<file path="src/source/core_cfg.svh">
////////////////////
// Event-control configuration
// Widths, CSR bit positions and interrupt line numbers
////////////////////
`ifndef CORE_CFG_SVH
`define CORE_CFG_SVH

// Data width of CSR commands and interrupt vector
`define CORE_XLEN 32
// Width of the interrupt identifier
`define CORE_IRQ_ID_W 5

// Standard machine interrupts (software, timer, external)
`define CORE_IRQ_MSI 3
`define CORE_IRQ_MTI 7
`define CORE_IRQ_MEI 11
// Fast interrupts occupy lines 16 up to 31
`define CORE_IRQ_FAST_LO 16

// mstatus bit positions
`define CORE_MSTATUS_MIE 3
`define CORE_MSTATUS_MPIE 7

// Implemented lines, 31:16 plus 11, 7 and 3
`define CORE_IRQ_VALID_MASK 32'hFFFF_0888
`endif

</file>
<file path="src/source/core_csr_pkg.sv">
////////////////////
// Architectural state types
// CSR command encodings and interrupt status
////////////////////
`include "core_cfg.svh"

package core_csr_pkg;

  // CSR opcode carried by a command
  typedef enum logic [1:0] {
    CSR_OP_WRITE = 2'b00,
    CSR_OP_SET   = 2'b01,
    CSR_OP_CLEAR = 2'b10
  } csr_op_e;

  // Only mstatus and mie are reachable
  typedef enum logic {
    CSR_MSTATUS = 1'b0,
    CSR_MIE     = 1'b1
  } csr_addr_e;

  // CSR command, acted on while valid is high
  typedef struct packed {
    logic                  valid;
    csr_op_e               op;
    csr_addr_e             addr;
    logic [`CORE_XLEN-1:0] wdata;
  } csr_cmd_t;

  // Interrupt unit result towards the controller
  typedef struct packed {
    logic                      req;
    logic                      wake;
    logic [`CORE_IRQ_ID_W-1:0] id;
  } irq_status_t;

endpackage

</file>
<file path="src/source/core_ctrl_pkg.sv">
////////////////////
// Control types
// Controller states and debug status
////////////////////

package core_ctrl_pkg;

  // Controller FSM states
  typedef enum logic [2:0] {
    RESET        = 3'd0,
    BOOT         = 3'd1,
    FUNCTIONAL   = 3'd2,
    SLEEP        = 3'd3,
    DEBUG_HALTED = 3'd4
  } ctrl_state_e;

  // Debug unit result towards the controller
  typedef struct packed {
    // Halt request waiting to be taken
    logic pending;
    // No halt seen since reset
    logic havereset;
  } debug_status_t;

endpackage

</file>
<file path="src/source/irq_unit.sv">
////////////////////
// Interrupt unit
// Pending lines, mie and mstatus enables, fixed-priority winner select
////////////////////
`timescale 1ns/100ps
`include "core_cfg.svh"

module irq_unit (
  input  logic                      clk_i,
  input  logic                      reset_i,
  input  logic [`CORE_XLEN-1:0]     irq_i,
  input  core_csr_pkg::csr_cmd_t    csr_cmd_i,
  input  logic                      irq_take_i,
  input  logic                      mret_i,
  output core_csr_pkg::irq_status_t irq_status_o
);

  // Registered interrupt lines
  logic [`CORE_XLEN-1:0]     mip_q;
  // Per-line enables, only implemented bits
  logic [`CORE_XLEN-1:0]     mie_q;
  logic [`CORE_XLEN-1:0]     mie_d;
  // Global enable and its saved copy
  logic                      mstatus_mie_q;
  logic                      mstatus_mpie_q;
  logic                      mstatus_mie_d;
  logic                      mstatus_mpie_d;
  // Command decode
  logic                      csr_mstatus_sel;
  logic                      csr_mie_sel;
  // Pending and enabled lines
  logic [`CORE_XLEN-1:0]     irq_pend_en;
  logic [`CORE_IRQ_ID_W-1:0] irq_id;

  // Apply a write, set or clear to a single bit
  function automatic logic csr_bit_update(core_csr_pkg::csr_op_e op, logic old_bit,
                                          logic wbit);
    logic res;
    case (op)
      core_csr_pkg::CSR_OP_WRITE: res = wbit;
      core_csr_pkg::CSR_OP_SET:   res = old_bit | wbit;
      core_csr_pkg::CSR_OP_CLEAR: res = old_bit & ~wbit;
      default:                    res = old_bit;
    endcase
    return res;
  endfunction

  assign csr_mstatus_sel = csr_cmd_i.valid && (csr_cmd_i.addr == core_csr_pkg::CSR_MSTATUS);
  assign csr_mie_sel     = csr_cmd_i.valid && (csr_cmd_i.addr == core_csr_pkg::CSR_MIE);

  ////////////////////
  // Enable state
  ////////////////////

  // mie update, unimplemented bits forced to zero
  always_comb begin
    mie_d = mie_q;
    if (csr_mie_sel) begin
      case (csr_cmd_i.op)
        core_csr_pkg::CSR_OP_WRITE: mie_d = csr_cmd_i.wdata;
        core_csr_pkg::CSR_OP_SET:   mie_d = mie_q | csr_cmd_i.wdata;
        core_csr_pkg::CSR_OP_CLEAR: mie_d = mie_q & ~csr_cmd_i.wdata;
        default:                    mie_d = mie_q;
      endcase
    end
    mie_d = mie_d & `CORE_IRQ_VALID_MASK;
  end

  // mstatus update; take and mret override a CSR command
  always_comb begin
    mstatus_mie_d  = mstatus_mie_q;
    mstatus_mpie_d = mstatus_mpie_q;
    if (irq_take_i) begin
      // Save global enable, then mask further interrupts
      mstatus_mpie_d = mstatus_mie_q;
      mstatus_mie_d  = 1'b0;
    end else if (mret_i) begin
      mstatus_mie_d  = mstatus_mpie_q;
      mstatus_mpie_d = 1'b1;
    end else if (csr_mstatus_sel) begin
      mstatus_mie_d  = csr_bit_update(csr_cmd_i.op, mstatus_mie_q,
                                      csr_cmd_i.wdata[`CORE_MSTATUS_MIE]);
      mstatus_mpie_d = csr_bit_update(csr_cmd_i.op, mstatus_mpie_q,
                                      csr_cmd_i.wdata[`CORE_MSTATUS_MPIE]);
    end
  end

  always_ff @(posedge clk_i) begin
    if (reset_i) begin
      mip_q          <= '0;
      mie_q          <= '0;
      mstatus_mie_q  <= 1'b0;
      mstatus_mpie_q <= 1'b0;
    end else begin
      // Level lines sampled every cycle
      mip_q          <= irq_i & `CORE_IRQ_VALID_MASK;
      mie_q          <= mie_d;
      mstatus_mie_q  <= mstatus_mie_d;
      mstatus_mpie_q <= mstatus_mpie_d;
    end
  end

  ////////////////////
  // Priority select
  ////////////////////

  assign irq_pend_en = mip_q & mie_q;

  // Lowest priority first, later hits overwrite
  always_comb begin
    irq_id = '0;
    if (irq_pend_en[`CORE_IRQ_MTI])
      irq_id = `CORE_IRQ_ID_W'(`CORE_IRQ_MTI);
    if (irq_pend_en[`CORE_IRQ_MSI])
      irq_id = `CORE_IRQ_ID_W'(`CORE_IRQ_MSI);
    if (irq_pend_en[`CORE_IRQ_MEI])
      irq_id = `CORE_IRQ_ID_W'(`CORE_IRQ_MEI);
    // Fast lines, highest number wins
    for (int i = `CORE_IRQ_FAST_LO; i < `CORE_XLEN; i++) begin
      if (irq_pend_en[i])
        irq_id = `CORE_IRQ_ID_W'(i);
    end
  end

  // Wake ignores the global enable
  assign irq_status_o.wake = |irq_pend_en;
  assign irq_status_o.req  = (|irq_pend_en) && mstatus_mie_q;
  assign irq_status_o.id   = irq_id;

  // Winner is always a pending and enabled line
  a_req_id_valid: assert property (@(posedge clk_i) disable iff (reset_i)
    irq_status_o.req |-> (mip_q[irq_status_o.id] && mie_q[irq_status_o.id]));

endmodule

</file>
<file path="src/source/debug_unit.sv">
////////////////////
// Debug unit
// Sticky halt request and have-reset flag
////////////////////
`timescale 1ns/100ps

module debug_unit (
  input  logic                        clk_i,
  input  logic                        reset_i,
  input  logic                        debug_req_i,
  input  logic                        debug_enter_i,
  output core_ctrl_pkg::debug_status_t debug_status_o
);

  // Request waiting for the controller
  logic pending_q;
  // Cleared by the first halt
  logic havereset_q;

  ////////////////////
  // Request capture
  ////////////////////

  // Pulse or level request held until the halt is entered
  always_ff @(posedge clk_i) begin
    if (reset_i) begin
      pending_q <= 1'b0;
    end else if (debug_enter_i) begin
      // Request consumed by the halt
      pending_q <= 1'b0;
    end else if (debug_req_i) begin
      pending_q <= 1'b1;
    end
  end

  // Have-reset flag
  always_ff @(posedge clk_i) begin
    if (reset_i) begin
      havereset_q <= 1'b1;
    end else if (debug_enter_i) begin
      havereset_q <= 1'b0;
    end
  end

  assign debug_status_o.pending   = pending_q;
  assign debug_status_o.havereset = havereset_q;

  // Request only drops when the controller enters halt
  a_pending_held: assert property (@(posedge clk_i) disable iff (reset_i)
    $fell(pending_q) |-> $past(debug_enter_i));

endmodule

</file>
<file path="src/source/core_ctrl_fsm.sv">
////////////////////
// Controller FSM
// Combines interrupt and debug results into acknowledge and run state
////////////////////
`timescale 1ns/100ps
`include "core_cfg.svh"

module core_ctrl_fsm (
  input  logic                          clk_i,
  input  logic                          reset_i,
  input  logic                          fetch_enable_i,
  input  core_csr_pkg::irq_status_t     irq_status_i,
  input  core_ctrl_pkg::debug_status_t  debug_status_i,
  input  logic                          dret_i,
  input  logic                          wfi_i,
  output logic                          irq_take_o,
  output logic                          debug_enter_o,
  output logic                          irq_ack_o,
  output logic [`CORE_IRQ_ID_W-1:0]     irq_id_o,
  output logic                          debug_havereset_o,
  output logic                          debug_running_o,
  output logic                          debug_halted_o,
  output logic                          core_sleep_o
);

  core_ctrl_pkg::ctrl_state_e state_q;
  core_ctrl_pkg::ctrl_state_e state_d;

  // Registered acknowledge
  logic                      irq_ack_q;
  logic [`CORE_IRQ_ID_W-1:0] irq_id_q;

  ////////////////////
  // Next state
  ////////////////////

  // Priority in FUNCTIONAL is debug, then interrupt, then sleep
  always_comb begin
    state_d       = state_q;
    irq_take_o    = 1'b0;
    debug_enter_o = 1'b0;
    case (state_q)
      core_ctrl_pkg::RESET: begin
        // Wait for fetch enable
        if (fetch_enable_i)
          state_d = core_ctrl_pkg::BOOT;
      end
      core_ctrl_pkg::BOOT: begin
        state_d = core_ctrl_pkg::FUNCTIONAL;
      end
      core_ctrl_pkg::FUNCTIONAL: begin
        if (debug_status_i.pending) begin
          debug_enter_o = 1'b1;
          state_d       = core_ctrl_pkg::DEBUG_HALTED;
        end else if (irq_status_i.req) begin
          // Stay running, trap handled in place
          irq_take_o = 1'b1;
        end else if (wfi_i && !irq_status_i.wake) begin
          state_d = core_ctrl_pkg::SLEEP;
        end
      end
      core_ctrl_pkg::SLEEP: begin
        // Any enabled line wakes, even with global enable off
        if (irq_status_i.wake || debug_status_i.pending)
          state_d = core_ctrl_pkg::FUNCTIONAL;
      end
      core_ctrl_pkg::DEBUG_HALTED: begin
        if (dret_i)
          state_d = core_ctrl_pkg::FUNCTIONAL;
      end
      default: begin
        state_d = core_ctrl_pkg::RESET;
      end
    endcase
  end

  always_ff @(posedge clk_i) begin
    if (reset_i) begin
      state_q <= core_ctrl_pkg::RESET;
    end else begin
      state_q <= state_d;
    end
  end

  ////////////////////
  // Acknowledge
  ////////////////////

  // One cycle after the take
  always_ff @(posedge clk_i) begin
    if (reset_i) begin
      irq_ack_q <= 1'b0;
      irq_id_q  <= '0;
    end else begin
      irq_ack_q <= irq_take_o;
      if (irq_take_o)
        irq_id_q <= irq_status_i.id;
    end
  end

  assign irq_ack_o = irq_ack_q;
  assign irq_id_o  = irq_id_q;

  // Run state from the current state
  assign debug_havereset_o = debug_status_i.havereset;
  assign debug_running_o   = (state_q == core_ctrl_pkg::FUNCTIONAL) ||
                             (state_q == core_ctrl_pkg::SLEEP);
  assign debug_halted_o    = (state_q == core_ctrl_pkg::DEBUG_HALTED);
  assign core_sleep_o      = (state_q == core_ctrl_pkg::SLEEP);

  // Halted and running are exclusive
  a_run_halt_excl: assert property (@(posedge clk_i) disable iff (reset_i)
    !(debug_halted_o && debug_running_o));

  // Acknowledge follows a FUNCTIONAL cycle
  a_ack_after_func: assert property (@(posedge clk_i) disable iff (reset_i)
    irq_ack_o |-> $past(state_q == core_ctrl_pkg::FUNCTIONAL));

endmodule

</file>
<file path="src/source/core_event_top.sv">
////////////////////
// Event-control top
// Interrupt unit, debug unit and controller FSM
////////////////////
`timescale 1ns/100ps
`include "core_cfg.svh"

module core_event_top (
  input  logic                      clk_i,
  input  logic                      reset_i,
  // Interrupts
  input  logic [`CORE_XLEN-1:0]     irq_i,
  output logic                      irq_ack_o,
  output logic [`CORE_IRQ_ID_W-1:0] irq_id_o,
  // Debug
  input  logic                      debug_req_i,
  output logic                      debug_havereset_o,
  output logic                      debug_running_o,
  output logic                      debug_halted_o,
  // Core control and retire strobes
  input  logic                      fetch_enable_i,
  input  core_csr_pkg::csr_cmd_t    csr_cmd_i,
  input  logic                      mret_i,
  input  logic                      dret_i,
  input  logic                      wfi_i,
  output logic                      core_sleep_o
);

  core_csr_pkg::irq_status_t    irq_status;
  core_ctrl_pkg::debug_status_t debug_status;
  // Controller strobes back to the units
  logic                         irq_take;
  logic                         debug_enter;

  irq_unit irq_unit_i (
    .clk_i        ( clk_i      ),
    .reset_i      ( reset_i    ),
    .irq_i        ( irq_i      ),
    .csr_cmd_i    ( csr_cmd_i  ),
    .irq_take_i   ( irq_take   ),
    .mret_i       ( mret_i     ),
    .irq_status_o ( irq_status )
  );

  debug_unit debug_unit_i (
    .clk_i          ( clk_i        ),
    .reset_i        ( reset_i      ),
    .debug_req_i    ( debug_req_i  ),
    .debug_enter_i  ( debug_enter  ),
    .debug_status_o ( debug_status )
  );

  core_ctrl_fsm ctrl_fsm_i (
    .clk_i             ( clk_i             ),
    .reset_i           ( reset_i           ),
    .fetch_enable_i    ( fetch_enable_i    ),
    .irq_status_i      ( irq_status        ),
    .debug_status_i    ( debug_status      ),
    .dret_i            ( dret_i            ),
    .wfi_i             ( wfi_i             ),
    .irq_take_o        ( irq_take          ),
    .debug_enter_o     ( debug_enter       ),
    .irq_ack_o         ( irq_ack_o         ),
    .irq_id_o          ( irq_id_o          ),
    .debug_havereset_o ( debug_havereset_o ),
    .debug_running_o   ( debug_running_o   ),
    .debug_halted_o    ( debug_halted_o    ),
    .core_sleep_o      ( core_sleep_o      )
  );

endmodule

</file>
<file path="config.mk">
export PLATFORM = sky130hd
export DESIGN_NAME = core_event_top
export DESIGN_NICKNAME = d
export VERILOG_FILES = /design/src/source/core_csr_pkg.sv /design/src/source/core_ctrl_pkg.sv /design/src/source/irq_unit.sv /design/src/source/debug_unit.sv /design/src/source/core_ctrl_fsm.sv /design/src/source/core_event_top.sv
export VERILOG_INCLUDE_DIRS = /design/src /design/src/source
export SDC_FILE = /design/constraint.sdc
export NUM_CORES = 1
export LEC_CHECK = 0
export ABC_CLOCK_PERIOD_IN_PS = 3500
export BUFFER_PORTS_ARGS = -buffer_cell sky130_fd_sc_hd__buf_4
export CORE_MARGIN = 4
export CORE_UTILIZATION = 52
export CTS_CLUSTER_DIAMETER = 30
export CTS_CLUSTER_SIZE = 24
export DETAILED_ROUTE_END_ITERATION = 10
export PLACE_DENSITY = 0.84
export SYNTH_ARGS = -nofsm -noshare
export SYNTH_HDL_FRONTEND = slang
export SYNTH_SLANG_ARGS = --single-unit
</file>
<file path="constraint.sdc">
create_clock -name clk_i -period 3.5 [get_ports clk_i]
set_clock_uncertainty 0.2 [all_clocks]
set_input_delay 0.7 -clock clk_i [delete_from_list [all_inputs] [get_ports clk_i]]
set_output_delay 0.7 -clock clk_i [all_outputs]
set_load 0.03 [all_outputs]
</file>
==> results of run 1 <==
[Yosys cell counts, types with 2 or more instances]
master	n	area, um2
o2bb2ai_1	3	26.3
a21oi_1	25	125
a31oi_1	3	18.8
nor3b_1	2	15.0
nand3_1	4	20.0
dfxtp_1	51	1020
nand2b_1	2	12.5
buf_2	2	10.0
nand2_1	30	113
nor2_1	9	33.8
a22oi_1	9	67.6
ha_1	4	50.1
nand4_1	2	12.5
inv_1	6	22.5
o21ai_0	25	125
nor3_1	4	20.0
nor2b_1	38	238
clkbuf_1	7	26.3
and2_1	3	18.8
a32oi_1	2	17.5
a22o_1	5	43.8
a221oi_1	4	35.0
[flip-flops by register name, summed over array words and instances (netlist names)]
| name | cells |
|---|---|
| ctrl_fsm_i.irq_ack_o | 1 |
| debug_unit_i.havereset_q | 1 |
| irq_unit_i.mstatus_mpie_q | 1 |
| ctrl_fsm_i.state_q | 3 |
| irq_unit_i.mip_q | 19 |
| debug_unit_i.pending_q | 1 |
| irq_unit_i.mstatus_mie_q | 1 |
| irq_unit_i.mie_q | 19 |
| ctrl_fsm_i.irq_id_o | 5 |
[logic make-up after synthesis]
family          count (synthesis)  share of synthesized area [%]
fa+ha+maj                       4                           2.25
buf+inv                        17                           2.98
compound gates                 85                           24.3
simple gates                  102                           24.6
flops                          51                           45.8
[layout make-up]
type	count	area (um2)	area share, %
inverter	7	26.3	0.940
clock buffer	8	100	3.58
multi-input combinational	191	1140	40.8
tap	50	62.6	2.24
sequential	51	1020	36.5
timing repair buffer	59	443	15.9
[worst paths after layout]
kind	end	slack, ns	cells after the start
max	irq_unit_i.mstatus_mie_q	1.13	9
min	ctrl_fsm_i.irq_id_o[3]	0.27	1
max reg2reg	ctrl_fsm_i.irq_id_o[1]	1.62	6
min reg2reg	ctrl_fsm_i.irq_id_o[3]	0.27	1
[where the power goes]
part           internal (mW)  switching, mW  total, mW  leakage (nW)
registers              0.604         0.0198      0.624         0.418
logic                 0.0742         0.0679      0.142         0.667
clock network          0.180          0.182      0.362        0.0515
[metal layers]
layer	up-vias	wire length, um	GRT usage [%]
li1	1025	-	-
met1	949	2260	26.7
met2	51	2610	35.0
met3	7	292	4.79
met4	0	66	6.04
met5	-	0	0
[metrics by stage]
stage / hold slack (ns) / util [%] / area, um2
4_1_cts: 0.275 / 68.4 / 2790
5_1_grt: 0.299 / 68.4 / 2790
3_3_place_gp: 0.243 / 65.9 / 2690
6_report: 0.272 / 68.4 / 2790
3_5_place_dp: 0.252 / 65.9 / 2690
2_1_floorplan: 0.247 / - / 2230
==> results.sh, run 1 <==
export IMPL_outcome="finished clean"
export IMPL_power_mw=1.13
export IMPL_p_leak_nw=1.14
export IMPL_globalplace_congestion=0.819
export IMPL_drv_cap=0
export IMPL_netlist_area_um2=2230
export IMPL_critPathTopFamily="simple AND/OR/NAND/NOR gates"
export IMPL_grt_pass1_wl_mm=8.78
export IMPL_drtIter0Drc=116
export IMPL_cts_tree="done"
export IMPL_yosys_warnings=0
export IMPL_grt_max_degree=47
export IMPL_synth_edf_count=0
export IMPL_core_um2=4090
export IMPL_final_common_cell="buf_4"
export IMPL_setup_slack_ns=1.13
export IMPL_critPathMaxStageDelay_ns=0.38
export IMPL_htree_levels=2
export IMPL_avgRoutedWirePerCell_um=14.3
export IMPL_drc=0
export IMPL_synth_nets=338
export IMPL_ios=85
export IMPL_cts_root_buf="clkbuf_8"
export IMPL_synth_seq_cells=51
export IMPL_num_fill_cells=347
export IMPL_start_util_pct=54.5
export IMPL_async_flop_share_pct=0
export IMPL_antenna_cells=0
export IMPL_die_width_um=73.5
export IMPL_crit_fanout=21
export IMPL_post_synth_cell_area_avg_um2=8.60
export IMPL_dr_pass1_iters=4
export IMPL_cp_required_ns=3.50
export IMPL_path_buf_inv=3
export IMPL_final_hold_violation_count=0
export IMPL_postCtsSetupRepairBufs=0
export IMPL_max_slew_margin_rel_pct=49.0
export IMPL_post_route_min_period_ns=2.37
export IMPL_numCtsBuffers=5
export IMPL_worst_pin_slew_ns=0.764
export IMPL_layout_common_cells="buf_4, dfxtp_1, nor2b_1"
export IMPL_critPathLaunchType="primary input"
export IMPL_grt_usage_pct=20.9
export IMPL_critPathCaptureType="flop"
export IMPL_crit_chain="buf_4, inv_1, ha_1, buf_4, nor3_1, nor3b_1, o21ai_0, a221o_1, and3_1"
export IMPL_cts_clk_slew_worst_paths_ns=0.08
export IMPL_area_growth_syn_to_layout_pct=25.4
export IMPL_rsz0062_at_grt="false"
export IMPL_nNetsFinal=394
export IMPL_clk_latency_ns=0.30
export IMPL_cp_slowest_cell="nor3b_1"
export IMPL_ys_types=41
export IMPL_vias_per_cell=5.55
export IMPL_grt_overflow_total=0
export IMPL_max_vdd_ir_drop_mv=0.210
export IMPL_cp_arrival_ns=2.37
export IMPL_grt_pass1_vias=1981
export IMPL_cts_sinks=51
export IMPL_io_buffer_count=58
export IMPL_p_per_area_nw_per_um2=404
export IMPL_drive_gt1_share_pct=23.4
export IMPL_clockBufferDepth=2
export IMPL_finalNonFillerCells=366
export IMPL_critPathMostFrequentCell="buf_4"
export IMPL_hp_start="ctrl_fsm_i.irq_id_o[3]"
export IMPL_hold_class="reg2reg"
export IMPL_cts_resized=0
export IMPL_seq_area_frac_synth_pct=45.8
export IMPL_wirelength_mm=5.23
export IMPL_preCtsSetupSlack_ns=0.841
export IMPL_antenna_found_initial=0
export IMPL_vias=2032
export IMPL_dieArea_um2=5400
export IMPL_synth_top_flop_cell="dfxtp_1"
export IMPL_startpoint="csr_cmd_i[33]"
export IMPL_postCtsHoldBufs=0
export IMPL_drv_slew=0
export IMPL_core_rowCount=23
export IMPL_setup_viol=0
export IMPL_fin_crit_sh_pct=67.8
export IMPL_drtAntennaViolNets=0
export IMPL_place_inst=358
export IMPL_worstSetupPathType="in2reg"
export IMPL_max_freq_mhz=422
export IMPL_dp_hpwl_mm=3.82
export IMPL_r2r_start="irq_unit_i.mie_q[27]"
export IMPL_setup_tns_ns=0
export IMPL_post_synth_inst_count=259
export IMPL_die_h_um=73.5
No activity file was read; power rests on OpenSTA's default activity.
==> inputs of run 2 (changes only) <==
--- a/config.mk
+++ b/config.mk
@@ -6,14 +6,14 @@
 export SDC_FILE = /design/constraint.sdc
 export NUM_CORES = 1
 export LEC_CHECK = 0
-export ABC_CLOCK_PERIOD_IN_PS = 3500
+export ABC_CLOCK_PERIOD_IN_PS = 2000
 export BUFFER_PORTS_ARGS = -buffer_cell sky130_fd_sc_hd__buf_4
 export CORE_MARGIN = 4
-export CORE_UTILIZATION = 52
+export CORE_UTILIZATION = 44
 export CTS_CLUSTER_DIAMETER = 30
 export CTS_CLUSTER_SIZE = 24
 export DETAILED_ROUTE_END_ITERATION = 10
-export PLACE_DENSITY = 0.84
+export PLACE_DENSITY = 0.76
 export SYNTH_ARGS = -nofsm -noshare
 export SYNTH_HDL_FRONTEND = slang
 export SYNTH_SLANG_ARGS = --single-unit
==> constraint.sdc (replaced) <==
create_clock -name clk_i -period 2 [get_ports clk_i]
set_clock_uncertainty 0.2 [all_clocks]
set_input_delay 0.4 -clock clk_i [delete_from_list [all_inputs] [get_ports clk_i]]
set_output_delay 0.4 -clock clk_i [all_outputs]
set_load 0.03 [all_outputs]
==> results.sh, run 2 (synthesis gave the netlist of run 1 again) <==
export IMPL_outcome="finished clean"
export IMPL_wirelength_mm=5.37
export IMPL_power_frac_clock_pct=31.7
export IMPL_postCtsSetupRepairBufs=0
export IMPL_drv_cap=0
export IMPL_antenna_cells=0
export IMPL_start_util_pct=46.3
export IMPL_crit_fanout=5
export IMPL_finalNonFillerCells=398
export IMPL_grt_pass1_vias=1932
export IMPL_max_vdd_ir_drop_mv=0.351
export IMPL_final_hold_violation_count=0
export IMPL_cp_arrival_ns=1.28
export IMPL_die_width_um=79.2
export IMPL_area_growth_syn_to_layout_pct=31.6
export IMPL_ios=85
export IMPL_layout_common_cells="buf_4, dfxtp_1, nor2b_1"
export IMPL_top_layer_used="met4"
export IMPL_drtAntennaViolNets=0
export IMPL_antenna_found_initial=0
export IMPL_die_h_um=79.2
export IMPL_core_um2=4820
export IMPL_worst_pin_slew_ns=0.371
export IMPL_p_per_area_nw_per_um2=677
export IMPL_nNetsFinal=409
export IMPL_core_rowCount=25
export IMPL_placed_cell_area_um2=2830
export IMPL_critPathLaunchType="flop"
export IMPL_post_route_min_period_ns=1.88
export IMPL_route_met3_wl_um=362
export IMPL_hold_class="in2reg"
export IMPL_numCtsBuffers=5
export IMPL_cts_tree="done"
export IMPL_fin_crit_sh_pct=93.9
export IMPL_cts_clk_slew_worst_paths_ns=0.08
export IMPL_cp_required_ns=1.40
export IMPL_crit_chain="and2b_1, and2_1, buf_4"
export IMPL_combPwrFrac_pct=13.4
export IMPL_drtIter0Drc=143
export IMPL_drive_gt1_share_pct=27.2
export IMPL_stdcell_area_um2=2930
export IMPL_sequentialPowerShare_pct=54.9
export IMPL_dr_pass1_iters=4
export IMPL_cp_slowest_cell="dfxtp_1"
export IMPL_cts_sinks=51
export IMPL_worstSetupPathType="reg2out"
export IMPL_hold_depth=2
export IMPL_vias_per_cell=5.23
export IMPL_drv_slew=0
export IMPL_final_common_cell="buf_4"
export IMPL_dp_hpwl_mm=4.20
export IMPL_io_buffer_count=58
export IMPL_switching_share_pct=23.6
export IMPL_wl_met1_mm=2.53
export IMPL_p_int_mw=1.52
export IMPL_place_inst=390
export IMPL_grt_pass1_wl_mm=8.73
export IMPL_critPathMaxStageDelay_ns=0.38
export IMPL_grt_overflow_total=0
export IMPL_reg2reg_depth=6
export IMPL_htree_levels=2
export IMPL_max_slew_margin_rel_pct=75.3
export IMPL_drc=0
export IMPL_p_leak_nw=1.21
export IMPL_setup_viol=0
export IMPL_dieArea_um2=6270
export IMPL_cts_root_buf="clkbuf_8"
export IMPL_grt_usage_pct=17.4
export IMPL_p_switching_uw=468
export IMPL_avgRoutedWirePerCell_um=13.5
export IMPL_max_freq_mhz=533
export IMPL_critPathCaptureType="output pin"
export IMPL_clk_latency_ns=0.30
export IMPL_rsz0062_at_grt="false"
export IMPL_clockBufferDepth=2
export IMPL_globalplace_congestion=0.802
export IMPL_wl_met2_mm=2.43
export IMPL_grt_max_degree=37
export IMPL_vias=2083
-- run 2: timing repair --
action	in CTS	in global routing
endpoints found under the setup margin	0	1
resized for setup	0	1
hold buffers	0	0
-- run 2: cell type report --
type / count / area (um2)
sequential: 51 / 1020
fill: 471 / 1880
tap: 67 / 83.8
inverter: 7 / 26.3
multi-input combinational: 191 / 1150
timing repair buffer: 74 / 556
clock buffer: 8 / 100
-- run 2: worst paths after layout --
kind	startpoint	end	slack [ns]
hold reg to reg	debug_unit_i.havereset_q	debug_unit_i.havereset_q	0.27
setup / recovery	ctrl_fsm_i.state_q[2]	core_sleep_o	0.12
setup reg to reg	irq_unit_i.mie_q[20]	ctrl_fsm_i.irq_id_o[1]	0.14
hold / removal	irq_i[21]	irq_unit_i.mip_q[21]	0.10
-- run 2: metal layers --
metal  GRT usage, %  up-vias
li1               -     1057
met1           23.9      950
met4           5.33        0
met2           27.5       70
met5              0        -
met3           3.51        6
-- run 2: worst max-delay path: cells and delay by family, from the launching register on --
family        cells  cell delay [ns]
simple gates      2             0.44
flops             1             0.38
buf+inv           1             0.16
-- run 2: power groups by stage --
stage	combinational (mW)	sequential (mW)	clock [mW]
floorplan	0.135	1.11	0
global placement	0.261	1.11	0
detailed placement	0.266	1.11	0
CTS	0.267	1.09	0.639
global route	0.297	1.10	0.675
finish	0.266	1.09	0.629
-- run 2: through the flow --
stage	utilization (%)	setup TNS [ns]	hold WS, ns	setup slack [ns]	power [mW]
2_1_floorplan	-	0	0.247	0.115	1.24
3_3_place_gp	58.7	-0.681	0.237	-0.0925	1.37
3_5_place_dp	58.7	-1.61	0.252	-0.184	1.38
4_1_cts	60.8	0	0.101	0.125	2.00
5_1_grt	60.9	0	0.105	0.0604	2.07
6_report	60.9	0	0.102	0.123	1.98
